<file path="src/axi_delay_pkg.sv">
/*
  Shared AXI field widths and channel payload structs for the delay stage.
  Import with a wildcard in the module or interface header. Only ID, address,
  data, strobe, last and response fields are carried on this reduced link.
*/

package axi_delay_pkg;

  localparam int unsigned IdWidth   = 4;
  localparam int unsigned AddrWidth = 16;
  localparam int unsigned DataWidth = 32;
  localparam int unsigned StrbWidth = DataWidth / 8;  // One strobe per byte
  localparam int unsigned RespWidth = 2;

  typedef logic [IdWidth-1:0]   id_t;
  typedef logic [AddrWidth-1:0] addr_t;
  typedef logic [DataWidth-1:0] data_t;
  typedef logic [StrbWidth-1:0] strb_t;
  typedef logic [RespWidth-1:0] resp_t;  // OKAY, EXOKAY, SLVERR, DECERR

  // Write address beat, 20 bits
  typedef struct packed {
    id_t   id;
    addr_t addr;
  } aw_chan_t;

  // Write data beat, 37 bits
  typedef struct packed {
    data_t data;
    strb_t strb;
    logic  last;
  } w_chan_t;

  // Write response, 6 bits
  typedef struct packed {
    id_t   id;
    resp_t resp;
  } b_chan_t;

  // Read address beat, 20 bits
  typedef struct packed {
    id_t   id;
    addr_t addr;
  } ar_chan_t;

  // Read data beat, 39 bits
  typedef struct packed {
    id_t   id;
    data_t data;
    resp_t resp;
    logic  last;
  } r_chan_t;

endpackage

</file>
<file path="src/axi_bus_if.sv">
/*
  One reduced AXI link with all five channels as struct plus valid/ready.
  Bind the slv modport on the subordinate-facing side of a block and the
  mst modport on the side that issues requests.
*/

`timescale 1ns/1ps

interface axi_bus_if
  import axi_delay_pkg::*;
();

  aw_chan_t aw;
  logic     aw_valid;
  logic     aw_ready;

  w_chan_t  w;
  logic     w_valid;
  logic     w_ready;

  b_chan_t  b;
  logic     b_valid;
  logic     b_ready;

  ar_chan_t ar;
  logic     ar_valid;
  logic     ar_ready;

  r_chan_t  r;
  logic     r_valid;
  logic     r_ready;

  // Accepts requests, returns responses
  modport slv (
    input  aw, aw_valid, w, w_valid, ar, ar_valid, b_ready, r_ready,
    output aw_ready, w_ready, ar_ready, b, b_valid, r, r_valid
  );

  // Issues requests, accepts responses
  modport mst (
    output aw, aw_valid, w, w_valid, ar, ar_valid, b_ready, r_ready,
    input  aw_ready, w_ready, ar_ready, b, b_valid, r, r_valid
  );

endinterface

</file>
<file path="src/stream_fifo_delay.sv">
/*
  Order-preserving valid/ready buffer that holds every item for at least
  Delay cycles after it was accepted. Depth must be a power of two.
  The payload type is a parameter so one module serves every AXI channel.
*/

`timescale 1ns/1ps

module stream_fifo_delay #(
  parameter type         payload_t = logic,
  parameter int unsigned Delay     = 1,
  parameter int unsigned Depth     = 4   // Power of two
) (
  input  logic     clk_i,
  input  logic     rst_i,
  input  logic     valid_i,
  output logic     ready_o,
  input  payload_t payload_i,
  output logic     valid_o,
  input  logic     ready_i,
  output payload_t payload_o
);

  localparam int unsigned PtrW = (Depth > 1) ? $clog2(Depth) : 1;
  localparam int unsigned CntW = $clog2(Depth + 1);
  localparam int unsigned AgeW = (Delay > 0) ? $clog2(Delay + 1) : 1;
  localparam logic [AgeW-1:0] AgeMax  = AgeW'(Delay);
  localparam logic [PtrW-1:0] LastPtr = PtrW'(Depth - 1);

  payload_t        mem [Depth];   // Circular store
  logic [AgeW-1:0] age [Depth];   // Cycles since each slot was written

  logic [PtrW-1:0] wr_ptr;
  logic [PtrW-1:0] rd_ptr;
  logic [CntW-1:0] count;
  logic            push;
  logic            pop;

  assign push = valid_i & ready_o;
  assign pop  = valid_o & ready_i;

  // Only the fill level decides, never ready_i
  assign ready_o = (count < CntW'(Depth));

  // Head leaves once it has aged enough
  assign valid_o   = (count != '0) && (age[rd_ptr] >= AgeMax);
  assign payload_o = mem[rd_ptr];

  always_ff @(posedge clk_i) begin
    if (push) begin
      mem[wr_ptr] <= payload_i;
    end
  end

  // Per-slot age, saturating at Delay
  always_ff @(posedge clk_i) begin
    if (rst_i) begin
      for (int i = 0; i < Depth; i++) begin
        age[i] <= '0;
      end
    end else begin
      for (int i = 0; i < Depth; i++) begin
        if (push && (wr_ptr == PtrW'(i))) begin
          age[i] <= AgeW'(1);               // First cycle after acceptance
        end else if (age[i] < AgeMax) begin
          age[i] <= age[i] + 1'b1;
        end
      end
    end
  end

  always_ff @(posedge clk_i) begin
    if (rst_i) begin
      wr_ptr <= '0;
      rd_ptr <= '0;
      count  <= '0;
    end else begin
      if (push) begin
        wr_ptr <= (wr_ptr == LastPtr) ? '0 : wr_ptr + 1'b1;
      end
      if (pop) begin
        rd_ptr <= (rd_ptr == LastPtr) ? '0 : rd_ptr + 1'b1;
      end
      case ({push, pop})
        2'b10:   count <= count + 1'b1;
        2'b01:   count <= count - 1'b1;
        default: count <= count;        // Both or neither
      endcase
    end
  end

  // A stalled head keeps its offer until the far side takes it
  a_hold_stable : assert property (
    @(posedge clk_i) disable iff (rst_i)
    (valid_o && !ready_i) |=> (valid_o && $stable(payload_o))
  ) else $error("Held output changed before transfer");

  // Upstream handshake never lands on a stored item
  a_no_write_full : assert property (
    @(posedge clk_i) disable iff (rst_i)
    (push && (count != '0)) |-> (wr_ptr != rd_ptr)
  ) else $error("Write accepted while buffer full");

  // Pointers meet only when empty or full
  a_no_valid_empty : assert property (
    @(posedge clk_i) disable iff (rst_i)
    $rose(valid_o) |-> ((wr_ptr != rd_ptr) || (count == CntW'(Depth)))
  ) else $error("Output valid raised with empty buffer");

endmodule

</file>
<file path="src/axi_fifo_delay.sv">
/*
  Delay stage for one AXI link. Each channel gets its own delay buffer, or
  a plain combinational path when its delay parameter is zero.
  Requests run from slv to mst, B and R responses run from mst to slv.
*/

`timescale 1ns/1ps

module axi_fifo_delay
  import axi_delay_pkg::*;
#(
  parameter int unsigned DelayAw = 0,
  parameter int unsigned DelayW  = 0,
  parameter int unsigned DelayB  = 0,
  parameter int unsigned DelayAr = 0,
  parameter int unsigned DelayR  = 0,
  parameter int unsigned DepthAw = 4,  // Power of two
  parameter int unsigned DepthW  = 4,
  parameter int unsigned DepthB  = 4,
  parameter int unsigned DepthAr = 4,
  parameter int unsigned DepthR  = 4
) (
  input logic    clk_i,
  input logic    rst_i,
  axi_bus_if.slv slv,
  axi_bus_if.mst mst
);

  if (DelayAw > 0) begin : gen_aw_delay
    stream_fifo_delay #(
      .payload_t ( aw_chan_t ),
      .Delay     ( DelayAw   ),
      .Depth     ( DepthAw   )
    ) i_aw_fifo_delay (
      .clk_i     ( clk_i        ),
      .rst_i     ( rst_i        ),
      .valid_i   ( slv.aw_valid ),
      .ready_o   ( slv.aw_ready ),
      .payload_i ( slv.aw       ),
      .valid_o   ( mst.aw_valid ),
      .ready_i   ( mst.aw_ready ),
      .payload_o ( mst.aw       )
    );
  end else begin : gen_aw_pass
    assign mst.aw       = slv.aw;
    assign mst.aw_valid = slv.aw_valid;
    assign slv.aw_ready = mst.aw_ready;
  end

  if (DelayW > 0) begin : gen_w_delay
    stream_fifo_delay #(
      .payload_t ( w_chan_t ),
      .Delay     ( DelayW   ),
      .Depth     ( DepthW   )
    ) i_w_fifo_delay (
      .clk_i     ( clk_i       ),
      .rst_i     ( rst_i       ),
      .valid_i   ( slv.w_valid ),
      .ready_o   ( slv.w_ready ),
      .payload_i ( slv.w       ),
      .valid_o   ( mst.w_valid ),
      .ready_i   ( mst.w_ready ),
      .payload_o ( mst.w       )
    );
  end else begin : gen_w_pass
    assign mst.w       = slv.w;
    assign mst.w_valid = slv.w_valid;
    assign slv.w_ready = mst.w_ready;
  end

  // Write response, subordinate back to manager
  if (DelayB > 0) begin : gen_b_delay
    stream_fifo_delay #(
      .payload_t ( b_chan_t ),
      .Delay     ( DelayB   ),
      .Depth     ( DepthB   )
    ) i_b_fifo_delay (
      .clk_i     ( clk_i       ),
      .rst_i     ( rst_i       ),
      .valid_i   ( mst.b_valid ),
      .ready_o   ( mst.b_ready ),
      .payload_i ( mst.b       ),
      .valid_o   ( slv.b_valid ),
      .ready_i   ( slv.b_ready ),
      .payload_o ( slv.b       )
    );
  end else begin : gen_b_pass
    assign slv.b       = mst.b;
    assign slv.b_valid = mst.b_valid;
    assign mst.b_ready = slv.b_ready;
  end

  if (DelayAr > 0) begin : gen_ar_delay
    stream_fifo_delay #(
      .payload_t ( ar_chan_t ),
      .Delay     ( DelayAr   ),
      .Depth     ( DepthAr   )
    ) i_ar_fifo_delay (
      .clk_i     ( clk_i        ),
      .rst_i     ( rst_i        ),
      .valid_i   ( slv.ar_valid ),
      .ready_o   ( slv.ar_ready ),
      .payload_i ( slv.ar       ),
      .valid_o   ( mst.ar_valid ),
      .ready_i   ( mst.ar_ready ),
      .payload_o ( mst.ar       )
    );
  end else begin : gen_ar_pass
    assign mst.ar       = slv.ar;
    assign mst.ar_valid = slv.ar_valid;
    assign slv.ar_ready = mst.ar_ready;
  end

  // Read data, subordinate back to manager
  if (DelayR > 0) begin : gen_r_delay
    stream_fifo_delay #(
      .payload_t ( r_chan_t ),
      .Delay     ( DelayR   ),
      .Depth     ( DepthR   )
    ) i_r_fifo_delay (
      .clk_i     ( clk_i       ),
      .rst_i     ( rst_i       ),
      .valid_i   ( mst.r_valid ),
      .ready_o   ( mst.r_ready ),
      .payload_i ( mst.r       ),
      .valid_o   ( slv.r_valid ),
      .ready_i   ( slv.r_ready ),
      .payload_o ( slv.r       )
    );
  end else begin : gen_r_pass
    assign slv.r       = mst.r;
    assign slv.r_valid = mst.r_valid;
    assign mst.r_ready = slv.r_ready;
  end

endmodule

</file>
<file path="src/axi_delay_top.sv">
/*
  Top level of the AXI latency-injection stage with flat ports.
  The s_ ports face the manager, the m_ ports face the subordinate.
  Per-channel delays and buffer depths are set here and passed down.
*/

`timescale 1ns/1ps

module axi_delay_top
  import axi_delay_pkg::*;
#(
  parameter int unsigned DelayAw = 2,
  parameter int unsigned DelayW  = 0,  // W passes straight through
  parameter int unsigned DelayB  = 1,
  parameter int unsigned DelayAr = 3,
  parameter int unsigned DelayR  = 4,
  parameter int unsigned DepthAw = 4,
  parameter int unsigned DepthW  = 4,
  parameter int unsigned DepthB  = 4,
  parameter int unsigned DepthAr = 4,
  parameter int unsigned DepthR  = 4
) (
  input  logic                 clk_i,
  input  logic                 rst_i,
  // Slave side, towards the manager
  input  logic [IdWidth-1:0]   s_aw_id_i,
  input  logic [AddrWidth-1:0] s_aw_addr_i,
  input  logic                 s_aw_valid_i,
  output logic                 s_aw_ready_o,
  input  logic [DataWidth-1:0] s_w_data_i,
  input  logic [StrbWidth-1:0] s_w_strb_i,
  input  logic                 s_w_last_i,
  input  logic                 s_w_valid_i,
  output logic                 s_w_ready_o,
  output logic [IdWidth-1:0]   s_b_id_o,
  output logic [RespWidth-1:0] s_b_resp_o,
  output logic                 s_b_valid_o,
  input  logic                 s_b_ready_i,
  input  logic [IdWidth-1:0]   s_ar_id_i,
  input  logic [AddrWidth-1:0] s_ar_addr_i,
  input  logic                 s_ar_valid_i,
  output logic                 s_ar_ready_o,
  output logic [IdWidth-1:0]   s_r_id_o,
  output logic [DataWidth-1:0] s_r_data_o,
  output logic [RespWidth-1:0] s_r_resp_o,
  output logic                 s_r_last_o,
  output logic                 s_r_valid_o,
  input  logic                 s_r_ready_i,
  // Master side, towards the subordinate
  output logic [IdWidth-1:0]   m_aw_id_o,
  output logic [AddrWidth-1:0] m_aw_addr_o,
  output logic                 m_aw_valid_o,
  input  logic                 m_aw_ready_i,
  output logic [DataWidth-1:0] m_w_data_o,
  output logic [StrbWidth-1:0] m_w_strb_o,
  output logic                 m_w_last_o,
  output logic                 m_w_valid_o,
  input  logic                 m_w_ready_i,
  input  logic [IdWidth-1:0]   m_b_id_i,
  input  logic [RespWidth-1:0] m_b_resp_i,
  input  logic                 m_b_valid_i,
  output logic                 m_b_ready_o,
  output logic [IdWidth-1:0]   m_ar_id_o,
  output logic [AddrWidth-1:0] m_ar_addr_o,
  output logic                 m_ar_valid_o,
  input  logic                 m_ar_ready_i,
  input  logic [IdWidth-1:0]   m_r_id_i,
  input  logic [DataWidth-1:0] m_r_data_i,
  input  logic [RespWidth-1:0] m_r_resp_i,
  input  logic                 m_r_last_i,
  input  logic                 m_r_valid_i,
  output logic                 m_r_ready_o
);

  axi_bus_if bus_slv ();
  axi_bus_if bus_mst ();

  // Manager-facing port packed into bus_slv
  assign bus_slv.aw       = '{id: s_aw_id_i, addr: s_aw_addr_i};
  assign bus_slv.aw_valid = s_aw_valid_i;
  assign s_aw_ready_o     = bus_slv.aw_ready;
  assign bus_slv.w        = '{data: s_w_data_i, strb: s_w_strb_i, last: s_w_last_i};
  assign bus_slv.w_valid  = s_w_valid_i;
  assign s_w_ready_o      = bus_slv.w_ready;
  assign s_b_id_o         = bus_slv.b.id;
  assign s_b_resp_o       = bus_slv.b.resp;
  assign s_b_valid_o      = bus_slv.b_valid;
  assign bus_slv.b_ready  = s_b_ready_i;
  assign bus_slv.ar       = '{id: s_ar_id_i, addr: s_ar_addr_i};
  assign bus_slv.ar_valid = s_ar_valid_i;
  assign s_ar_ready_o     = bus_slv.ar_ready;
  assign s_r_id_o         = bus_slv.r.id;
  assign s_r_data_o       = bus_slv.r.data;
  assign s_r_resp_o       = bus_slv.r.resp;
  assign s_r_last_o       = bus_slv.r.last;
  assign s_r_valid_o      = bus_slv.r_valid;
  assign bus_slv.r_ready  = s_r_ready_i;

  // Subordinate-facing port unpacked from bus_mst
  assign m_aw_id_o        = bus_mst.aw.id;
  assign m_aw_addr_o      = bus_mst.aw.addr;
  assign m_aw_valid_o     = bus_mst.aw_valid;
  assign bus_mst.aw_ready = m_aw_ready_i;
  assign m_w_data_o       = bus_mst.w.data;
  assign m_w_strb_o       = bus_mst.w.strb;
  assign m_w_last_o       = bus_mst.w.last;
  assign m_w_valid_o      = bus_mst.w_valid;
  assign bus_mst.w_ready  = m_w_ready_i;
  assign bus_mst.b        = '{id: m_b_id_i, resp: m_b_resp_i};
  assign bus_mst.b_valid  = m_b_valid_i;
  assign m_b_ready_o      = bus_mst.b_ready;
  assign m_ar_id_o        = bus_mst.ar.id;
  assign m_ar_addr_o      = bus_mst.ar.addr;
  assign m_ar_valid_o     = bus_mst.ar_valid;
  assign bus_mst.ar_ready = m_ar_ready_i;
  assign bus_mst.r        = '{id: m_r_id_i, data: m_r_data_i, resp: m_r_resp_i,
                              last: m_r_last_i};
  assign bus_mst.r_valid  = m_r_valid_i;
  assign m_r_ready_o      = bus_mst.r_ready;

  axi_fifo_delay #(
    .DelayAw ( DelayAw ),
    .DelayW  ( DelayW  ),
    .DelayB  ( DelayB  ),
    .DelayAr ( DelayAr ),
    .DelayR  ( DelayR  ),
    .DepthAw ( DepthAw ),
    .DepthW  ( DepthW  ),
    .DepthB  ( DepthB  ),
    .DepthAr ( DepthAr ),
    .DepthR  ( DepthR  )
  ) i_axi_delayer (
    .clk_i ( clk_i   ),
    .rst_i ( rst_i   ),
    .slv   ( bus_slv ),
    .mst   ( bus_mst )
  );

endmodule

</file>
<file path="config.mk">
export PLATFORM = sky130hd
export DESIGN_NAME = axi_delay_top
export DESIGN_NICKNAME = d
export VERILOG_FILES = /design/src/axi_delay_pkg.sv /design/src/axi_bus_if.sv /design/src/stream_fifo_delay.sv /design/src/axi_fifo_delay.sv /design/src/axi_delay_top.sv
export SDC_FILE = /design/constraint.sdc
export NUM_CORES = 1
export LEC_CHECK = 0
export ABC_AREA = 0
export BUFFER_PORTS_ARGS = -buffer_cell sky130_fd_sc_hd__buf_4
export CAP_MARGIN = 5
export CORE_AREA = 5 5 170 172
export DETAILED_ROUTE_END_ITERATION = 8
export DIE_AREA = 0 0 175 177
export GPL_TIMING_DRIVEN = 0
export PLACE_DENSITY = 0.83
export SLEW_MARGIN = 0
export SYNTH_ARGS = -nofsm -noshare
export SYNTH_HDL_FRONTEND = slang
export SYNTH_SLANG_ARGS = --single-unit
</file>
<file path="constraint.sdc">
create_clock -name clk_i -period 5.23 [get_ports clk_i]
set_clock_uncertainty 0.15 [all_clocks]
set_input_delay 1.046 -clock clk_i [delete_from_list [all_inputs] [get_ports clk_i]]
set_output_delay 1.046 -clock clk_i [all_outputs]
set_load 0.03 [all_outputs]
</file>
---- Word-level counts from Yosys, hierarchy flattened ----
Memory sizes are Yosys's and may differ from the RTL's. A register that Yosys moved wholly into a read port is not among the register bits.
Index checks and enable logic that the tools add are counted.
storage, ports and cells
  bits in registers ....................... 28
  bits in latches ......................... 0
  bits in writable memories ............... 372
  memory bits (read-only) ................. 0
  input bits .............................. 134
  word-level logic and storage cells ...... 354
  memories ................................ 8
memories
  memory                                          depth  bits a word  read ports  clocked after memory_dff  wr ports  RTL line                 source
  i_axi_delayer.gen_r_delay.i_r_fifo_delay.mem    4      39           1           1                         1         stream_fifo_delay.sv:30  payload_t mem [Depth];
  i_axi_delayer.gen_ar_delay.i_ar_fifo_delay.mem  4      20           1           1                         1         stream_fifo_delay.sv:30
  i_axi_delayer.gen_aw_delay.i_aw_fifo_delay.mem  4      20           1           1                         1         stream_fifo_delay.sv:30
  i_axi_delayer.gen_b_delay.i_b_fifo_delay.mem    4      6            1           1                         1         stream_fifo_delay.sv:30
  i_axi_delayer.gen_r_delay.i_r_fifo_delay.age    4      3            5           1                         4         stream_fifo_delay.sv:31  logic [AgeW-1:0] age [Depth];
  i_axi_delayer.gen_ar_delay.i_ar_fifo_delay.age  4      2            5           1                         4         stream_fifo_delay.sv:31
  +2 memories                                     --     --           --          --                        --        --
cells by class
  add/sub/neg operators ................... 32
  multiply operators ...................... 0
  divide/modulo/power cells ............... 0
  magnitude comparators ................... 24
  equality and inequality tests ........... 24
  shift operators ......................... 0
  muxes and demuxes ....................... 182
  bitwise operators ....................... 40
  reductions and logical operators ........ 32
operators with widths
  cell                                                                   count
  1-bit 2-to-1 mux                                                       130
  2-bit 2-to-1 mux                                                       40
  2-bit by 1-bit adder with 2-bit output, second input constant          16
  2-bit equality test, second input constant                             16
  1-bit OR                                                               32
  3-bit by 1-bit adder with 3-bit output, second input constant          8
  3-bit less-than comparator, second input constant                      8
  3-bit 2-to-1 mux                                                       8
  3-bit one-hot mux with 2 select lines                                  4
  1-bit logical AND                                                      20
  2-bit by 1-bit equality test with 1-bit output, second input constant  8
  2-bit less-than comparator, second input constant                      8
  3-bit nonzero test                                                     4
  3-bit by 1-bit subtractor with 3-bit output, second input constant     4
  1-bit AND                                                              8
  2-bit logical NOT                                                      4
  2-bit nonzero test                                                     4
  1-bit adder, second input constant                                     4
  2-bit >= comparator, second input constant                             2
  1-bit less-than comparator, second input constant                      4
  3-bit >= comparator, second input constant                             1
  1-bit >= comparator, second input constant                             1

---- Longest topological paths before layout ----
  depth after elaboration ................. 8
  gate-level depth with buffers ........... 10

---- Cells and area by module ----
A second synthesis with hierarchy kept.
unflattened totals
  cells, all modules ...................... 841
  area total of the unflattened synthesis .. 16148.0 um^2
by module, submodules not included
  module                                                          instances  cells each  area each (um^2)  sequential area each (um^2)
  stream_fifo_delay (i_axi_delayer.gen_r_delay.i_r_fifo_delay)    1          306         6698.9            5225.0
  stream_fifo_delay (i_axi_delayer.gen_ar_delay.i_ar_fifo_delay)  1          202         3818.7            2822.7
  stream_fifo_delay (i_axi_delayer.gen_aw_delay.i_aw_fifo_delay)  1          191         3752.3            2822.7
  stream_fifo_delay (i_axi_delayer.gen_b_delay.i_b_fifo_delay)    1          103         1585.3            1021.0
  axi_fifo_delay                                                  1          39          292.8             0.0

---- Worst setup path after synthesis ----
OpenSTA, ideal clock, no wires.
  kind .................................... input -> register
  start point ............................. in m_r_valid_i
  end point ............................... mem i_axi_delayer.gen_r_delay.i_r_fifo_delay.age[3][1] (netlist name) (data pin)
  setup time .............................. 255 ps
  arrival time ............................ 2619 ps
  required time ........................... 4825 ps
  slack ................................... 2206 ps
  cell stages on the path ................. 4
  path buffers ............................ 0
  cells stage by stage .................... nor2b_1 -> and2_1 -> nor3_1 -> and2_1
RTL lines
  element             RTL line                 source
  start: declaration  axi_delay_top.sv:71      input logic m_r_valid_i,
  end: declaration    stream_fifo_delay.sv:31

==> results.md <==
* Fmax at 281 MHz
* Starting Density at 58.5%
* Status: finished, final reports clean
* Routability cong. at 0.735
* Die H at 177 um
* Worst Max-Slew Pin Slew at 1230 ps
* Ports at 266
* Die Wd at 175 um
* Post-CTS Setup Inserts at 0
* TritonCTS clock tree: done
* Fin. max-slew vios at 0
* DR vias/cell at 5.54
* Pin count of the biggest net entering global routing at 36
* Arrival @ worst endpoint at 2360 ps
* Clock sinks at 408
* Port bufs at 226
* CP Class: register to output port
* Root cell of the clock tree: clkbuf_16
* Clk Latency, worst-skew pair at 510 ps
* Final period util at 68.0%
* Leak Pwr at 0.00697 uW
* Hold Slack at 350 ps
* Global-route wire length before repair at 46.4 mm
* Ant. Diodes at 0
* Final hold vios at 0
* Hold Crit Class: register to register
* GRT Total Usage at 19.0%
* Critical path endpoint category: output port
* Pre-CTS setup slack at 2080 ps
* H-Tree Depth at 2
* Total grt overflow at 0
* Post-synthesis register bit count at 408
* Post-route setup TNS at 0 ps
* Detailed Place HPWL at 19.9 mm
* Syn Nets at 1,005
* Synth top cells by count: edfxtp_1 (372), mux4_2 (89), nor2_1 (68), buf_4 (41), dfxtp_1 (36)
* Cts hold-fix bufs at 0
* Relative slew margins at 18.0%
* Vias in the first global route at 8,721
* Synth unique cells at 29
* Post-Syn Area at 0.0160 sq mm
* Antenna violations before repair at 0
* Fin nets at 1,277
* Top cell type's share of synthesized area at 69.9%
* Period minus WS final at 3560 ps
* Worst path required time at 4030 ps
* DRT iter0 DRCs at 479
* Count leader, synth: edfxtp_1
* Core area at 0.0273 sq mm
* Routed Antenna Nets at 0
* DR DRC count at 0
* Yosys warns at 0
* Sequential share of the synthesized area at 74.4%
* Pwr Density at 375 mW/mm^2
* Clock-pin slew on the worst setup and hold paths at 60 ps
* Maximum VDD drop at 280 uV
* RSZ-0062 raised after global routing: no
* Total CTS buffers at 40
* Layout cells sized above 1 at 37.3%
* Layout area overhead at 21.1%
* Post-synth EDFFs at 372
* Routed vias at 8,184
* Biggest area consumer among synthesized cells: edfxtp_1
* Most area-consuming cells after synthesis: edfxtp_1 (70%), mux4_2 (13%), dfxtp_1 (4.5%), ha_1 (2.5%), buf_4 (1.9%)
* Worst R2R Setup Slack at 2370 ps
* Mapped Cells at 835
* Max Fanout on Critical Path at 10
* Cell Rows at 61
* Drt first pass iters at 6
* Clock tree buffer depth at 3
* Async set-reset flop share out of synthesis at 0%
* Critical Path Start Type: register
* Syn avg cell area at 19.1 sq um
* DR WL/cell at 20.1 um
* WL final at 29.7 mm
* Post-cts gate resize count at 0
* Die Footprint at 0.0310 sq mm
* Top_reg_cell synth: edfxtp_1
* Final setup violating endpoints at 0
* Maxcap violations at 0
* Util after Layout at 70.8%
* Final WS setup at 1670 ps
==> report_power, final <==
| part | switching, uW | internal (uW) | leakage [uW] | total, uW |
|---|---|---|---|---|
| Sequential | 90.0 | 3800 | 0.00378 | 3890 |
| Clock | 1090 | 1470 | 0.000555 | 2560 |
| Combinational | 463 | 347 | 0.00263 | 811 |
==> routing by layer <==
metal | GRT usage [%] | vias up | wire [um]
met2 | 32.8 | 265 | 15400
met3 | 4.34 | 61 | 1920
li1 | - | 3748 | -
met4 | 4.68 | 0 | 704
met1 | 25.0 | 4110 | 11700
met5 | 0 | - | 0
==> state kept, by name, summed over array words and instances (netlist names), named ones only <==
signal / count
i_axi_delayer.gen_b_delay.i_b_fifo_delay.age: 4
i_axi_delayer.gen_r_delay.i_r_fifo_delay.wr_ptr: 2
i_axi_delayer.gen_ar_delay.i_ar_fifo_delay.age: 8
i_axi_delayer.gen_aw_delay.i_aw_fifo_delay.mem: 80
i_axi_delayer.gen_ar_delay.i_ar_fifo_delay.wr_ptr: 2
i_axi_delayer.gen_r_delay.i_r_fifo_delay.count: 3
i_axi_delayer.gen_b_delay.i_b_fifo_delay.wr_ptr: 2
i_axi_delayer.gen_r_delay.i_r_fifo_delay.mem: 156
i_axi_delayer.gen_aw_delay.i_aw_fifo_delay.rd_ptr: 2
i_axi_delayer.gen_r_delay.i_r_fifo_delay.age: 12
i_axi_delayer.gen_aw_delay.i_aw_fifo_delay.wr_ptr: 2
i_axi_delayer.gen_b_delay.i_b_fifo_delay.count: 3
i_axi_delayer.gen_aw_delay.i_aw_fifo_delay.age: 8
i_axi_delayer.gen_ar_delay.i_ar_fifo_delay.mem: 80
i_axi_delayer.gen_aw_delay.i_aw_fifo_delay.count: 3
i_axi_delayer.gen_r_delay.i_r_fifo_delay.rd_ptr: 2
i_axi_delayer.gen_b_delay.i_b_fifo_delay.rd_ptr: 2
i_axi_delayer.gen_ar_delay.i_ar_fifo_delay.rd_ptr: 2
i_axi_delayer.gen_ar_delay.i_ar_fifo_delay.count: 3
i_axi_delayer.gen_b_delay.i_b_fifo_delay.mem: 24
==> logic make-up after synthesis <==
| kind of cell | share of synthesized area (%) |
|---|---|
| flops | 74.4 |
| simple gates | 4.67 |
| buf+inv | 3.38 |
| mux | 12.9 |
| fa+ha+maj | 3.01 |
| compound gates | 1.22 |
| xor+xnor | 0.438 |
==> path summary, 6_finish.rpt <==
kind | cells after the start | endpoint
setup reg to reg | 9 | register
hold / removal | 2 | register
hold reg to reg | 2 | register
setup / recovery | 4 | s_r_data_o[1]
==> placed cells by master, fill, tap and decap left out, types with 10 or more instances in the layout <==
cell | netlist | routed
and2_1 | 20 | 16
edfxtp_1 | 372 | 372
nor2_1 | 68 | 68
ha_1 | 32 | 32
clkbuf_16 | 0 | 41
nor3_1 | 10 | 10
a21oi_1 | 23 | 23
nand2_1 | 31 | 31
dfxtp_1 | 36 | 36
inv_1 | 35 | 35
buf_4 | 41 | 267
mux4_2 | 89 | 89
clkinv_1 | 0 | 11
clkbuf_1 | 14 | 23
==> area by class of cell <==
cell class	instances	area, sq um
Tap cell	346	433
Fill cell	1734	7970
Clock inverter	15	88.8
Timing Repair Buffer	230	1780
Inverter	35	131
Clock buffer	50	1060
Buffer	65	409
Sequential cell	408	11900
Multi-Input combinational cell	327	3550
==> per-stage QoR <==
step	total power [uW]	instance area [sq um]	std cells
after floorplan	4450	16000	835
after global placement	4730	18100	1407
after detailed placement	4770	18200	1411
after CTS	7330	19400	1476
after global routing	7560	19400	1476
final	7260	19400	1476
==> critical path: stages, from the launching register on <==
cell and delay (ps):
dfxtp_1 440, buf_2 370, buf_4 310, mux4_2 540, buf_4 190
Power figures use the tool's default switching activity.
